File: config.mk
export PLATFORM = sky130hd
export DESIGN_NAME = pwm_timer
export DESIGN_NICKNAME = d
export VERILOG_FILES = /design/src/pwm_pkg.sv /design/src/pwm_compare.sv /design/src/pwm_counter.sv /design/src/pwm_register_file.sv /design/src/pwm_timer.sv
export SDC_FILE = /design/constraint.sdc
export NUM_CORES = 1
export LEC_CHECK = 0
export BUFFER_PORTS_ARGS = -buffer_cell sky130_fd_sc_hd__buf_2
export CAP_MARGIN = 20
export CORE_ASPECT_RATIO = 1.1
export CORE_UTILIZATION = 62
export DETAILED_ROUTE_END_ITERATION = 16
export PLACE_DENSITY = 0.8
export SLEW_MARGIN = 25
export SYNTH_ARGS = -nofsm -noshare
export SYNTH_HDL_FRONTEND = slang
export SYNTH_SLANG_ARGS = --single-unit
File: constraint.sdc
create_clock -name clock -period 2.8 [get_ports clock]
set_clock_uncertainty 0.1 [all_clocks]
set_input_delay 0.56 -clock clock [delete_from_list [all_inputs] [get_ports clock]]
set_output_delay 0.56 -clock clock [all_outputs]
set_load 0.01 [all_outputs]
File: src/pwm_pkg.sv
//////////////////////////////////////////////////
// PWM timer shared definitions
// Bus register map, compare write selects and the
// number of channels in each threshold group
//////////////////////////////////////////////////

package pwm_pkg;

    // Channels per threshold group, so also the width of each match vector
    localparam int compare_channels = 3;

    // Bus register map. Addresses 0 to 7 map one to one onto compare_sel_e
    typedef enum logic [3:0] {
        reg_low_0    = 4'd0,
        reg_low_1    = 4'd1,
        reg_low_2    = 4'd2,
        reg_high_0   = 4'd3,
        reg_high_1   = 4'd4,
        reg_high_2   = 4'd5,
        reg_all_low  = 4'd6,
        reg_all_high = 4'd7,
        reg_period   = 4'd8,
        // Bit 0 of the data is the run bit
        reg_control  = 4'd9
    } pwm_reg_addr_e;

    // Threshold write select. The last two values write a whole group
    typedef enum logic [2:0] {
        sel_low_0    = 3'd0,
        sel_low_1    = 3'd1,
        sel_low_2    = 3'd2,
        sel_high_0   = 3'd3,
        sel_high_1   = 3'd4,
        sel_high_2   = 3'd5,
        sel_all_low  = 3'd6,
        sel_all_high = 3'd7
    } compare_sel_e;

endpackage

File: src/pwm_compare.sv
//////////////////////////////////////////////////
// PWM compare unit
// Double-buffered low and high thresholds and the
// registered per-channel comparators
//////////////////////////////////////////////////

module pwm_compare #(
    parameter int COUNTER_WIDTH = 16
) (
    input  logic                                 clock,
    input  logic                                 reset,
    input  logic [COUNTER_WIDTH-1:0]             count_value,
    input  logic                                 counter_stopped,
    input  logic                                 compare_we,
    input  pwm_pkg::compare_sel_e                compare_sel,
    input  logic [COUNTER_WIDTH-1:0]             compare_data,
    input  logic                                 reload_compare,
    output logic [pwm_pkg::compare_channels-1:0] match_low,
    output logic [pwm_pkg::compare_channels-1:0] match_high
);

    import pwm_pkg::*;

    logic [COUNTER_WIDTH-1:0] shadow_low   [compare_channels];
    logic [COUNTER_WIDTH-1:0] shadow_high  [compare_channels];
    logic [COUNTER_WIDTH-1:0] working_low  [compare_channels];
    logic [COUNTER_WIDTH-1:0] working_high [compare_channels];

    logic [compare_channels-1:0] write_low;
    logic [compare_channels-1:0] write_high;

    // Even register indices reset to 0, odd ones to all ones
    function automatic logic [COUNTER_WIDTH-1:0] reset_threshold(input int index);
        return {COUNTER_WIDTH{index[0]}};
    endfunction

    // Per-entry write enables, broadcast selects hit a whole group
    always_comb begin
        for (int c = 0; c < compare_channels; c++) begin
            write_low[c]  = compare_we &&
                            (compare_sel == compare_sel_e'(c) ||
                             compare_sel == sel_all_low);
            write_high[c] = compare_we &&
                            (compare_sel == compare_sel_e'(c + compare_channels) ||
                             compare_sel == sel_all_high);
        end
    end

    always_ff @(posedge clock) begin
        if (!reset) begin
            for (int c = 0; c < compare_channels; c++) begin
                shadow_low[c]   <= reset_threshold(c);
                working_low[c]  <= reset_threshold(c);
                shadow_high[c]  <= reset_threshold(c + compare_channels);
                working_high[c] <= reset_threshold(c + compare_channels);
            end
        end else begin
            for (int c = 0; c < compare_channels; c++) begin
                if (write_low[c]) begin
                    shadow_low[c] <= compare_data;
                end
                if (write_high[c]) begin
                    shadow_high[c] <= compare_data;
                end

                // Stopped writes bypass the shadow stage; running ones wait for reload
                if (counter_stopped && write_low[c]) begin
                    working_low[c] <= compare_data;
                end else if (reload_compare) begin
                    working_low[c] <= shadow_low[c];
                end
                if (counter_stopped && write_high[c]) begin
                    working_high[c] <= compare_data;
                end else if (reload_compare) begin
                    working_high[c] <= shadow_high[c];
                end
            end
        end
    end

    // Equality with a threshold sets neither flag
    always_ff @(posedge clock) begin
        if (!reset) begin
            match_low  <= '0;
            match_high <= '0;
        end else begin
            for (int c = 0; c < compare_channels; c++) begin
                match_low[c]  <= count_value < working_low[c];
                match_high[c] <= count_value > working_high[c];
            end
        end
    end

    // The counter only reloads while it is running
    no_reload_when_stopped: assert property (
        @(posedge clock) disable iff (!reset)
        reload_compare |-> !counter_stopped
    );

endmodule

File: src/pwm_counter.sv
//////////////////////////////////////////////////
// PWM period counter
// Counts from 0 up to period and wraps, holds at 0
// while stopped and flags the first cycle after a wrap
//////////////////////////////////////////////////

module pwm_counter #(
    parameter int COUNTER_WIDTH = 16
) (
    input  logic                         clock,
    input  logic                         reset,
    input  logic [COUNTER_WIDTH-1:0]     period,
    input  logic                         run,
    output logic [COUNTER_WIDTH-1:0]     count_value,
    output logic                         counter_stopped,
    output logic                         reload_compare
);

    logic at_wrap;
    logic wrap_seen;

    // Greater-or-equal keeps the counter in range if period is lowered mid-count
    assign at_wrap = count_value >= period;

    assign counter_stopped = !run;

    always_ff @(posedge clock) begin
        if (!reset) begin
            count_value <= '0;
        end else if (!run) begin
            count_value <= '0;
        end else if (at_wrap) begin
            count_value <= '0;
        end else begin
            count_value <= count_value + 1'b1;
        end
    end

    // Set on the edge where the counter returns to 0 from period
    always_ff @(posedge clock) begin
        if (!reset) begin
            wrap_seen <= 1'b0;
        end else begin
            wrap_seen <= run && at_wrap;
        end
    end

    // A stop written on the wrap edge cancels the reload for that cycle
    assign reload_compare = wrap_seen && run;

    // With a steady period the count stays within the programmed range
    count_in_range: assert property (
        @(posedge clock) disable iff (!reset)
        run && $stable(period) |-> count_value <= period
    );

    reload_at_zero: assert property (
        @(posedge clock) disable iff (!reset)
        reload_compare |-> count_value == '0
    );

endmodule

File: src/pwm_register_file.sv
//////////////////////////////////////////////////
// PWM register file
// Decodes simple bus writes into the period, the
// run bit and a one-cycle threshold write strobe
//////////////////////////////////////////////////

module pwm_register_file #(
    parameter int COUNTER_WIDTH = 16
) (
    input  logic                         clock,
    input  logic                         reset,
    input  logic                         bus_we,
    input  pwm_pkg::pwm_reg_addr_e       bus_addr,
    input  logic [COUNTER_WIDTH-1:0]     bus_data,
    output logic [COUNTER_WIDTH-1:0]     period,
    output logic                         run,
    output logic                         compare_we,
    output pwm_pkg::compare_sel_e        compare_sel,
    output logic [COUNTER_WIDTH-1:0]     compare_data
);

    import pwm_pkg::*;

    logic compare_hit;

    // Addresses 0 to 7 are threshold writes, anything above reg_control is dropped
    always_comb begin
        case (bus_addr)
            reg_low_0,
            reg_low_1,
            reg_low_2,
            reg_high_0,
            reg_high_1,
            reg_high_2,
            reg_all_low,
            reg_all_high: compare_hit = 1'b1;
            default:      compare_hit = 1'b0;
        endcase
    end

    // Period and run are plain level registers
    always_ff @(posedge clock) begin
        if (!reset) begin
            period <= {COUNTER_WIDTH{1'b1}};
            run    <= 1'b0;
        end else if (bus_we) begin
            if (bus_addr == reg_period) begin
                period <= bus_data;
            end
            if (bus_addr == reg_control) begin
                run <= bus_data[0];
            end
        end
    end

    // The strobe is high for exactly one cycle per accepted threshold write
    always_ff @(posedge clock) begin
        if (!reset) begin
            compare_we <= 1'b0;
        end else begin
            compare_we <= bus_we && compare_hit;
        end
    end

    // Select and data only matter while the strobe is high
    always_ff @(posedge clock) begin
        if (bus_we && compare_hit) begin
            compare_sel  <= compare_sel_e'(bus_addr[2:0]);
            compare_data <= bus_data;
        end
    end

    // Every strobe cycle needs a bus write into the threshold range on the edge before
    strobe_from_bus_write: assert property (
        @(posedge clock) disable iff (!reset)
        compare_we |-> $past(bus_we) && $past(bus_addr) <= reg_all_high
    );

endmodule

File: src/pwm_timer.sv
//////////////////////////////////////////////////
// Three-channel PWM timer
// Register file, period counter and compare unit
//////////////////////////////////////////////////

module pwm_timer #(
    parameter int COUNTER_WIDTH = 16
) (
    input  logic                                 clock,
    input  logic                                 reset,
    input  logic                                 bus_we,
    input  pwm_pkg::pwm_reg_addr_e               bus_addr,
    input  logic [COUNTER_WIDTH-1:0]             bus_data,
    output logic [COUNTER_WIDTH-1:0]             count_value,
    output logic [pwm_pkg::compare_channels-1:0] match_low,
    output logic [pwm_pkg::compare_channels-1:0] match_high
);

    import pwm_pkg::*;

    logic [COUNTER_WIDTH-1:0] period;
    logic                     run;
    logic                     compare_we;
    compare_sel_e             compare_sel;
    logic [COUNTER_WIDTH-1:0] compare_data;
    logic                     counter_stopped;
    logic                     reload_compare;

    pwm_register_file #(
        .COUNTER_WIDTH(COUNTER_WIDTH)
    ) register_file (
        .clock       (clock),
        .reset       (reset),
        .bus_we      (bus_we),
        .bus_addr    (bus_addr),
        .bus_data    (bus_data),
        .period      (period),
        .run         (run),
        .compare_we  (compare_we),
        .compare_sel (compare_sel),
        .compare_data(compare_data)
    );

    pwm_counter #(
        .COUNTER_WIDTH(COUNTER_WIDTH)
    ) counter (
        .clock          (clock),
        .reset          (reset),
        .period         (period),
        .run            (run),
        .count_value    (count_value),
        .counter_stopped(counter_stopped),
        .reload_compare (reload_compare)
    );

    pwm_compare #(
        .COUNTER_WIDTH(COUNTER_WIDTH)
    ) compare (
        .clock          (clock),
        .reset          (reset),
        .count_value    (count_value),
        .counter_stopped(counter_stopped),
        .compare_we     (compare_we),
        .compare_sel    (compare_sel),
        .compare_data   (compare_data),
        .reload_compare (reload_compare),
        .match_low      (match_low),
        .match_high     (match_high)
    );

endmodule
==> results of run 1 <==
power by group through the flow:
stage | registers (mW) | logic [mW] | clock network [mW]
floorplan | 4.31 | 0.226 | 0
global placement | 4.38 | 0.295 | 0
detailed placement | 4.39 | 0.307 | 0
CTS | 4.31 | 0.310 | 3.32
global route | 4.32 | 0.344 | 3.47
finish | 4.31 | 0.311 | 3.30
final cells by class:
class                   instances  share of cell area
repair buffers                 85              0.0385
inverters                     113              0.0309
flip-flops and latches        252               0.522
clock inverters                17              0.0120
multi-input cells             634               0.327
clock buffers                  29              0.0467
well taps                     247              0.0225
sequential cells by signal (all words and copies together), names as in the netlist:
register,count
compare.shadow_high,48
register_file.period,16
counter.count_value,16
compare.match_low,3
register_file.compare_we,1
register_file.run,1
counter.wrap_seen,1
compare.shadow_low,48
register_file.compare_data,16
compare.working_low,48
compare.match_high,3
compare.working_high,48
register_file.compare_sel,3
kinds of logic (layout without fill, tap and decap cells):
| logic type | count (synthesis) | count (layout) | share of synthesized area |
|---|---|---|---|
| AND/OR/NAND/NOR | 303 | 303 | 0.119 |
| flip-flops | 252 | 252 | 0.582 |
| AO/OA/AOI/OAI | 202 | 202 | 0.116 |
| buffers and inverters | 168 | 244 | 0.0557 |
| adder cells (fa/ha/maj) | 110 | 110 | 0.112 |
| XOR/XNOR | 16 | 16 | 0.0114 |
| multiplexers | 3 | 3 | 0.00346 |
critical path, cell delays in order, from the launching register on:
cell	delay [ps]
dfxtp_1	740
buf_4	320
buf_2	160
layout by cell type (no fill, tap or decap), types with 4 or more instances in the layout:
master	instances
clkbuf_16	25
o22a_1	16
or3_1	16
xnor2_1	6
nor2b_1	4
nand3_1	16
a221oi_1	4
clkinv_2	4
nand2b_1	19
ha_1	110
a31oi_1	4
buf_4	41
buf_2	44
a22o_1	32
a211oi_1	4
a21o_1	16
o211ai_1	21
clkinv_1	5
clkbuf_1	4
xor2_1	10
nand2_1	133
edfxtp_1	211
dfxtp_1	41
nand4_1	22
nor2_1	38
o21ai_1	8
a21oi_1	51
and2_1	36
inv_1	113
o21ai_0	16
metal layers:
layer  up-vias  part of all wire  wire [µm]  GRT usage
met5         -                 0          0          0
li1       3902                 -          -          -
met3       102             0.086       2550     0.0488
met1      4052              0.38      11300      0.380
met2       402              0.47      14000      0.494
met4         0             0.057       1670      0.168
how the worst min path moves through the flow:
stage / end / slack, ps / cells after the start
2_1_floorplan: register_file.period[0] / 350 / 2
3_3_place_gp: register_file.period[0] / 370 / 2
3_5_place_dp: register_file.period[0] / 380 / 2
4_1_cts: register_file.compare_data[8] / 110 / 1
5_1_grt: register_file.compare_data[5] / 120 / 1
6_report: register_file.compare_data[8] / 120 / 1
==> summary.txt, run 1 <==
Relative slew margins = 0.492
total wire length = 29.5 mm
number of CTS-inserted buffers = 25
Crit Reg-Reg Startpoint = counter.count_value[10]
cell taking the most area after synthesis = edfxtp_1
first-pass GRT wire length = 45.0 mm
post-route worst setup slack = 387 ps
EDFF count, synth = 211
fillcell total = 1308
CTS Buffer Depth = 3
hold-fix buffer count after cts = 0
vias in the first global route = 8323
reg2reg end = counter.count_value[6]
Sw Ratio = 0.215
origin of the worst setup path = counter.count_value[10]
RSZ-0062 raised after global routing = false
port bufs = 44
post-place instance area = 12900 µm²
Setup crit end = count_value[10]
row cnt = 53
Die Wd = 136 µm
hold path start = bus_data[8]
Worst Setup Start Kind = register
max-slew violations = 0
Placed Cells = 1331
synthesized area = 12300 µm²
Internal = 6.22 mW
reg-to-reg slack, setup = 450 ps
initial drt markers = 678
final-report hold violation count = 0
max cap viols = 0
Fin Hold WS = 123 ps
most numerous cell in the Yosys netlist = edfxtp_1
HP Class = in2reg
Non-Filler Instances = 1377
maximum fanout along the worst path = 7
post-CTS setup buffers = 0
Core Util, Final = 0.711
Crit Path Category = reg2out
Via density = 6.14
total power = 7.92 mW
synthesized area per cell = 11.7 µm²
Cell Pwr Density = 578 nW/µm²
Root Driver = clkbuf_16
layout cells sized above 1 = 0.119
FF+latch area = 7160 µm²
Synth top area share = 0.516
post-route ant nets = 0
footprint of the multi-input gates = 4490 µm²
DIE AREA = 20400 µm²
setup TNS = 0 ps
Ys Warns = 0
Post-Synthesis Cells = 1054
period utilisation layout = 0.862
Req. time, crit path = 2140 ps
nets = 1244
per-cell routed wire length = 21.4 µm
status = finished, final reports clean
# IOs = 45
TritonCTS clock tree = yes
CP endpoint kind = primary output
antenna cell count = 0
Net Switching = 1.70 mW
synth cell count leaders = edfxtp_1, nand2_1, inv_1
Tightest Pin Transition = 761 ps
Seq pwr share = 0.544
Async S/R FF share, synth = 0
core region area = 19300 µm²
number of synthesized register bits = 252
# DRC = 0
die height = 150 µm
post-synth net total = 1187
sequential fraction of the synthesis area = 0.582
Yosys cell types = 56
Overflow after GRT = 0
clk_lat worst skew = 530 ps
DP HPWL = 19.4 mm
initial antenna violation count = 0
initial core utilization = 0.637
endpoints failing setup = 0
Clock H-tree levels = 1
main flop type after synthesis = edfxtp_1
Max rail drop VDD = 702 µV
area delta synth->final = 11.6%
CTS clock-pin slew for the worst setup and hold paths = 70 ps
Synth area leaders = edfxtp_1, ha_1, dfxtp_1
Final Cell Area = 13700 µm²
pre-CTS setup slack = 353 ps
total track usage = 0.301
# resized after CTS = 0
clock group share of total power = 0.417
via count = 8458
largest net degree at the start of global routing = 49
fin crit period = 2410 ps
routability cong. = 0.920
leak pwr = 5.73 nW
cells on worst reg2reg path = 6
maximum clock rate = 414 MHz
CTS sink cnt = 252
drt first pass iters = 7
Gate power share = 0.039
Worst Path Arrival = 1750 ps
Note: power is estimated with default switching activity, not from simulation.
==> run 2, diff against run 1 <==
Settings changed: PLACE_DENSITY 0.8 to 0.91.
==> run 2 against run 1 <==
Sequential share of layout area increased by 0.14 points. First-iteration DRC count increased by 49%. Routed wire length increased by 6.2%. Critical endpoint is now counter.count_value[14]. Largest power group unchanged.
==> summary.txt, run 2 (synthesis results as in run 1) <==
status = finished, final reports clean
Via density = 6.45
Clock H-tree levels = 1
area delta synth->final = 11.3%
nets = 1238
hold path start = bus_data[8]
row cnt = 53
initial drt markers = 1007
total track usage = 0.318
leak pwr = 5.71 nW
Worst Path Arrival = 3020 ps
Tightest Pin Transition = 815 ps
CTS sink cnt = 252
total wire length = 31.3 mm
core region area = 19300 µm²
worst hold stages = 1
fillcell total = 1164
most frequent cells in the layout = edfxtp_1, nand2_1, inv_1
origin of the worst setup path = counter.count_value[0]
Max rail drop VDD = 429 µV
CP endpoint kind = register
hold-fix buffer count after cts = 0
routability cong. = 0.941
met2 WL post-DR = 14.8 mm
fin crit period = 2650 ps
TritonCTS clock tree = yes
number of CTS-inserted buffers = 25
initial antenna violation count = 1
Die Wd = 136 µm
Crit Path Category = reg2reg
metal3 WL = 3.49 mm
period utilisation layout = 0.947
vias in the first global route = 8748
Cell Pwr Density = 587 nW/µm²
Root Driver = clkbuf_16
HP Class = in2reg
Worst Setup Start Kind = register
final-report hold violation count = 0
Req. time, crit path = 3170 ps
via count = 8839
endpoints failing setup = 0
RSZ-0062 raised after global routing = false
layout cells sized above 1 = 0.117
per-cell routed wire length = 22.8 µm
largest net degree at the start of global routing = 49
Fin Hold WS = 121 ps
DRT met1 WL = 10.8 mm
cells on worst reg2reg path = 7
Crit Reg-Reg Startpoint = counter.count_value[0]
# IOs = 45
Overflow after GRT = 0
setup TNS = 0 ps
Top Metal Used = met4
CTS Buffer Depth = 3
drt first pass iters = 10
reg-to-reg slack, setup = 150 ps
CTS clock-pin slew for the worst setup and hold paths = 60 ps
Relative slew margins = 0.456
maximum clock rate = 377 MHz
commonest non-fill, non-tap cell in the layout = edfxtp_1
# DRC = 0
maximum fanout along the worst path = 15
DIE AREA = 20400 µm²
DP HPWL = 19.8 mm
initial core utilization = 0.637
first-pass GRT wire length = 47.7 mm
max-slew violations = 0
clk_lat worst skew = 550 ps
post-route ant nets = 0
port bufs = 44
die height = 150 µm
max cap viols = 0
==> run 2: changes by cell type in the layout (fill, tap and decap cells not counted), sizes merged <==
cell      before  now
buf           85   79
diode          0    1
clkinvlp       4    2
inv          114  115
==> run 2: critical path: stages (launching register included) <==
cell and delay (ps):
dfxtp_1 590, inv_1 240, ha_1 330, nand2b_1 160
a2111o_1 460, a31oi_1 260, nand2_2 250, nor2_1 180
==> run 2: path summary, 6_finish.rpt <==
kind                                                      end
worst min register to register       register_file.period[12]
worst max-delay path                  counter.count_value[14]
worst max register to register        counter.count_value[14]
worst min-delay path            register_file.compare_data[8]
==> run 2: timing repair <==
action                     4_1_cts  5_1_grt
setup buffers                    0        0
gates resized for setup          0        1
setup endpoints to repair        0       15
==> run 2: power breakdown <==
group | internal (mW) | switching (mW) | total [mW]
combinational | 0.106 | 0.218 | 0.324
clock | 1.93 | 1.46 | 3.39
sequential | 4.19 | 0.117 | 4.31
total | 6.23 | 1.79 | 8.02
==> run 2: layout make-up <==
type | instances | area (µm²) | share of cell area
antenna | 1 | 2.50 | 0.000183
clock buffer | 29 | 641 | 0.0468
clock inverter | 16 | 175 | 0.0128
inverter | 113 | 424 | 0.0310
multi-input combinational | 634 | 4480 | 0.328
sequential | 252 | 7160 | 0.523
tap | 247 | 309 | 0.0226
timing repair buffer | 79 | 483 | 0.0353
==> run 2: metal layers <==
metal,vias up,track usage
met5,-,0
met4,0,0.214
met3,160,0.0613
met2,590,0.517
met1,4193,0.384
li1,3896,-
==> run 2: metrics by stage <==
| step | instances | setup WS [ps] | total power, mW | cell area, µm² | util |
|---|---|---|---|---|---|
| global route | 1370 | 30.9 | 8.19 | 13700 | 0.709 |
| detailed placement | 1325 | 104 | 4.69 | 12900 | 0.666 |
| floorplan | 1054 | 321 | 4.53 | 12300 | - |
| global placement | 1325 | 320 | 4.66 | 12900 | 0.666 |
| finish | 1371 | 147 | 8.02 | 13700 | 0.709 |
| CTS | 1370 | 33.6 | 8.01 | 13700 | 0.708 |
==> run 3, diff against run 2 <==
Settings changed: ABC_AREA from default to 1.
Clock period 2.8 ns to 2.5 ns, I/O delays scaled along.
==> run 3 against run 2 <==
Critical path depth increased by 3. Cell count increased by 16%. Design area increased by 2.2%. Critical path type unchanged. Critical endpoint is now counter.count_value[7]. Highest routed layer is now met5.
==> summary.txt, run 3 <==
status = finished, final reports clean
# IOs = 45
# DRC = 0
initial antenna violation count = 1
EDFF count, synth = 211
Cell Pwr Density = 656 nW/µm²
post-place instance area = 13100 µm²
RSZ-0062 raised after global routing = false
row cnt = 53
post-route ant nets = 0
metal3 WL = 4.34 mm
Worst Setup Start Kind = register
worst hold stages = 1
Overflow after GRT = 0
per-cell routed wire length = 21.7 µm
synthesized area per cell = 9.97 µm²
number of CTS-inserted buffers = 26
Top Metal Used = met5
Crit Path Category = reg2reg
CTS Buffer Depth = 3
# resized after CTS = 0
most frequent cells in the layout = nand2_1, edfxtp_1, inv_1
synth cell count leaders = nand2_1, edfxtp_1, inv_1
max-slew violations = 0
Relative slew margins = 0.336
synthesized area = 12400 µm²
post-synth net total = 1381
cells on worst reg2reg path = 10
fin crit period = 2330 ps
via count = 9777
antenna cell count = 0
most numerous cell in the Yosys netlist = nand2_1
commonest non-fill, non-tap cell in the layout = nand2_1
crit path max-delay cell type = nor3_1
FF+latch area = 7160 µm²
Yosys cell types = 28
area delta synth->final = 12.3%
leak pwr = 6.54 nW
HP Class = in2reg
Fin Hold WS = 59.7 ps
fillcell total = 1164
Tightest Pin Transition = 996 ps
drt first pass iters = 6
Worst Path Arrival = 2640 ps
DP HPWL = 22.8 mm
Post-Synthesis Cells = 1248
final-report hold violation count = 0
initial drt markers = 1295
nets = 1460
Ys Warns = 0
footprint of the multi-input gates = 4370 µm²
CP cell instances = inv_1 -> ha_1 -> nand2_1 -> inv_1 -> nand3_1 -> nor3_1 -> nand2_1 -> nand4_1 -> buf_4 -> nor2_1
Async S/R FF share, synth = 0
vias in the first global route = 9917
period utilisation layout = 0.934
layout cells sized above 1 = 0.120
pre-CTS setup slack = 189 ps
CTS sink cnt = 252
routability cong. = 0.910
Root Driver = clkbuf_16
post-CTS setup buffers = 0
reg-to-reg slack, setup = 170 ps
Max rail drop VDD = 672 µV
sequential fraction of the synthesis area = 0.575
initial core utilization = 0.643
Final Cell Area = 14000 µm²
endpoints failing setup = 0
clk_lat worst skew = 530 ps
Via density = 6.13
CTS clock-pin slew for the worst setup and hold paths = 70 ps
total power = 9.17 mW
TritonCTS clock tree = yes
slowest cell delay on critical path = 460 ps
CP endpoint kind = register
largest net degree at the start of global routing = 97
total wire length = 34.6 mm
number of synthesized register bits = 252
DRT met1 WL = 11.3 mm
cell taking the most area after synthesis = edfxtp_1
maximum fanout along the worst path = 16
Synth area leaders = edfxtp_1, ha_1, nand2_1
setup TNS = 0 ps
total track usage = 0.355
max cap viols = 0
met2 WL post-DR = 16.3 mm
first-pass GRT wire length = 53.9 mm
hold-fix buffer count after cts = 0
main flop type after synthesis = edfxtp_1
port bufs = 44
Req. time, crit path = 2810 ps
core region area = 19400 µm²
post-route worst setup slack = 166 ps
Clock H-tree levels = 1
DIE AREA = 20600 µm²
maximum clock rate = 428 MHz
Synth top area share = 0.509
Die Wd = 137 µm
die height = 151 µm
[run 3: routing by layer]
| metal | up-vias | track usage |
|---|---|---|
| li1 | 4271 | - |
| met1 | 4474 | 0.415 |
| met5 | - | 0 |
| met2 | 821 | 0.582 |
| met4 | 2 | 0.254 |
| met3 | 209 | 0.0737 |
[run 3: final timing paths]
| kind | from | to |
|---|---|---|
| max | register_file.period[11] | counter.count_value[7] |
| min | bus_data[5] | register_file.compare_data[5] |
| max reg2reg | register_file.period[11] | counter.count_value[7] |
| min reg2reg | counter.count_value[0] | counter.count_value[0] |
[run 3: kinds of logic after synthesis]
logic type                 share of synthesized area
and+or+nand+nor                                0.176
xor gates and xnor gates                     0.00985
AOI/OAI and AO/OA                             0.0540
adders and majority gates                      0.111
buffers and inverters                         0.0743
DFF                                            0.575
[run 3: stage by stage]
step | cells | util
final | 1594 | 0.722
after CTS | 1594 | 0.722
after global routing | 1594 | 0.722
after detailed placement | 1546 | 0.677
after global placement | 1546 | 0.677
after floorplan | 1248 | -
[run 3: cell type report]
class,count,share of cell area
inverters,201,0.0540
clock inverters,9,0.00823
clock buffers,39,0.0537
well taps,247,0.0221
flip-flops and latches,252,0.512
multi-input cells,765,0.313
repair buffers,81,0.0374
[run 3: report_power, final]
| part | total [mW] | internal, mW | switching [mW] |
|---|---|---|---|
| Clock | 3.92 | 2.29 | 1.63 |
| Sequential | 4.77 | 4.70 | 0.0643 |
| Combinational | 0.477 | 0.116 | 0.362 |
| Total | 9.17 | 7.11 | 2.05 |
[run 3: critical path, delay by kind of cell, from the launching register on]
| kind | cells | cell delay [ps] |
|---|---|---|
| simple gates | 6 | 1090 |
| flops | 1 | 310 |
| fa+ha+maj | 1 | 300 |
| buf+inv | 3 | 390 |
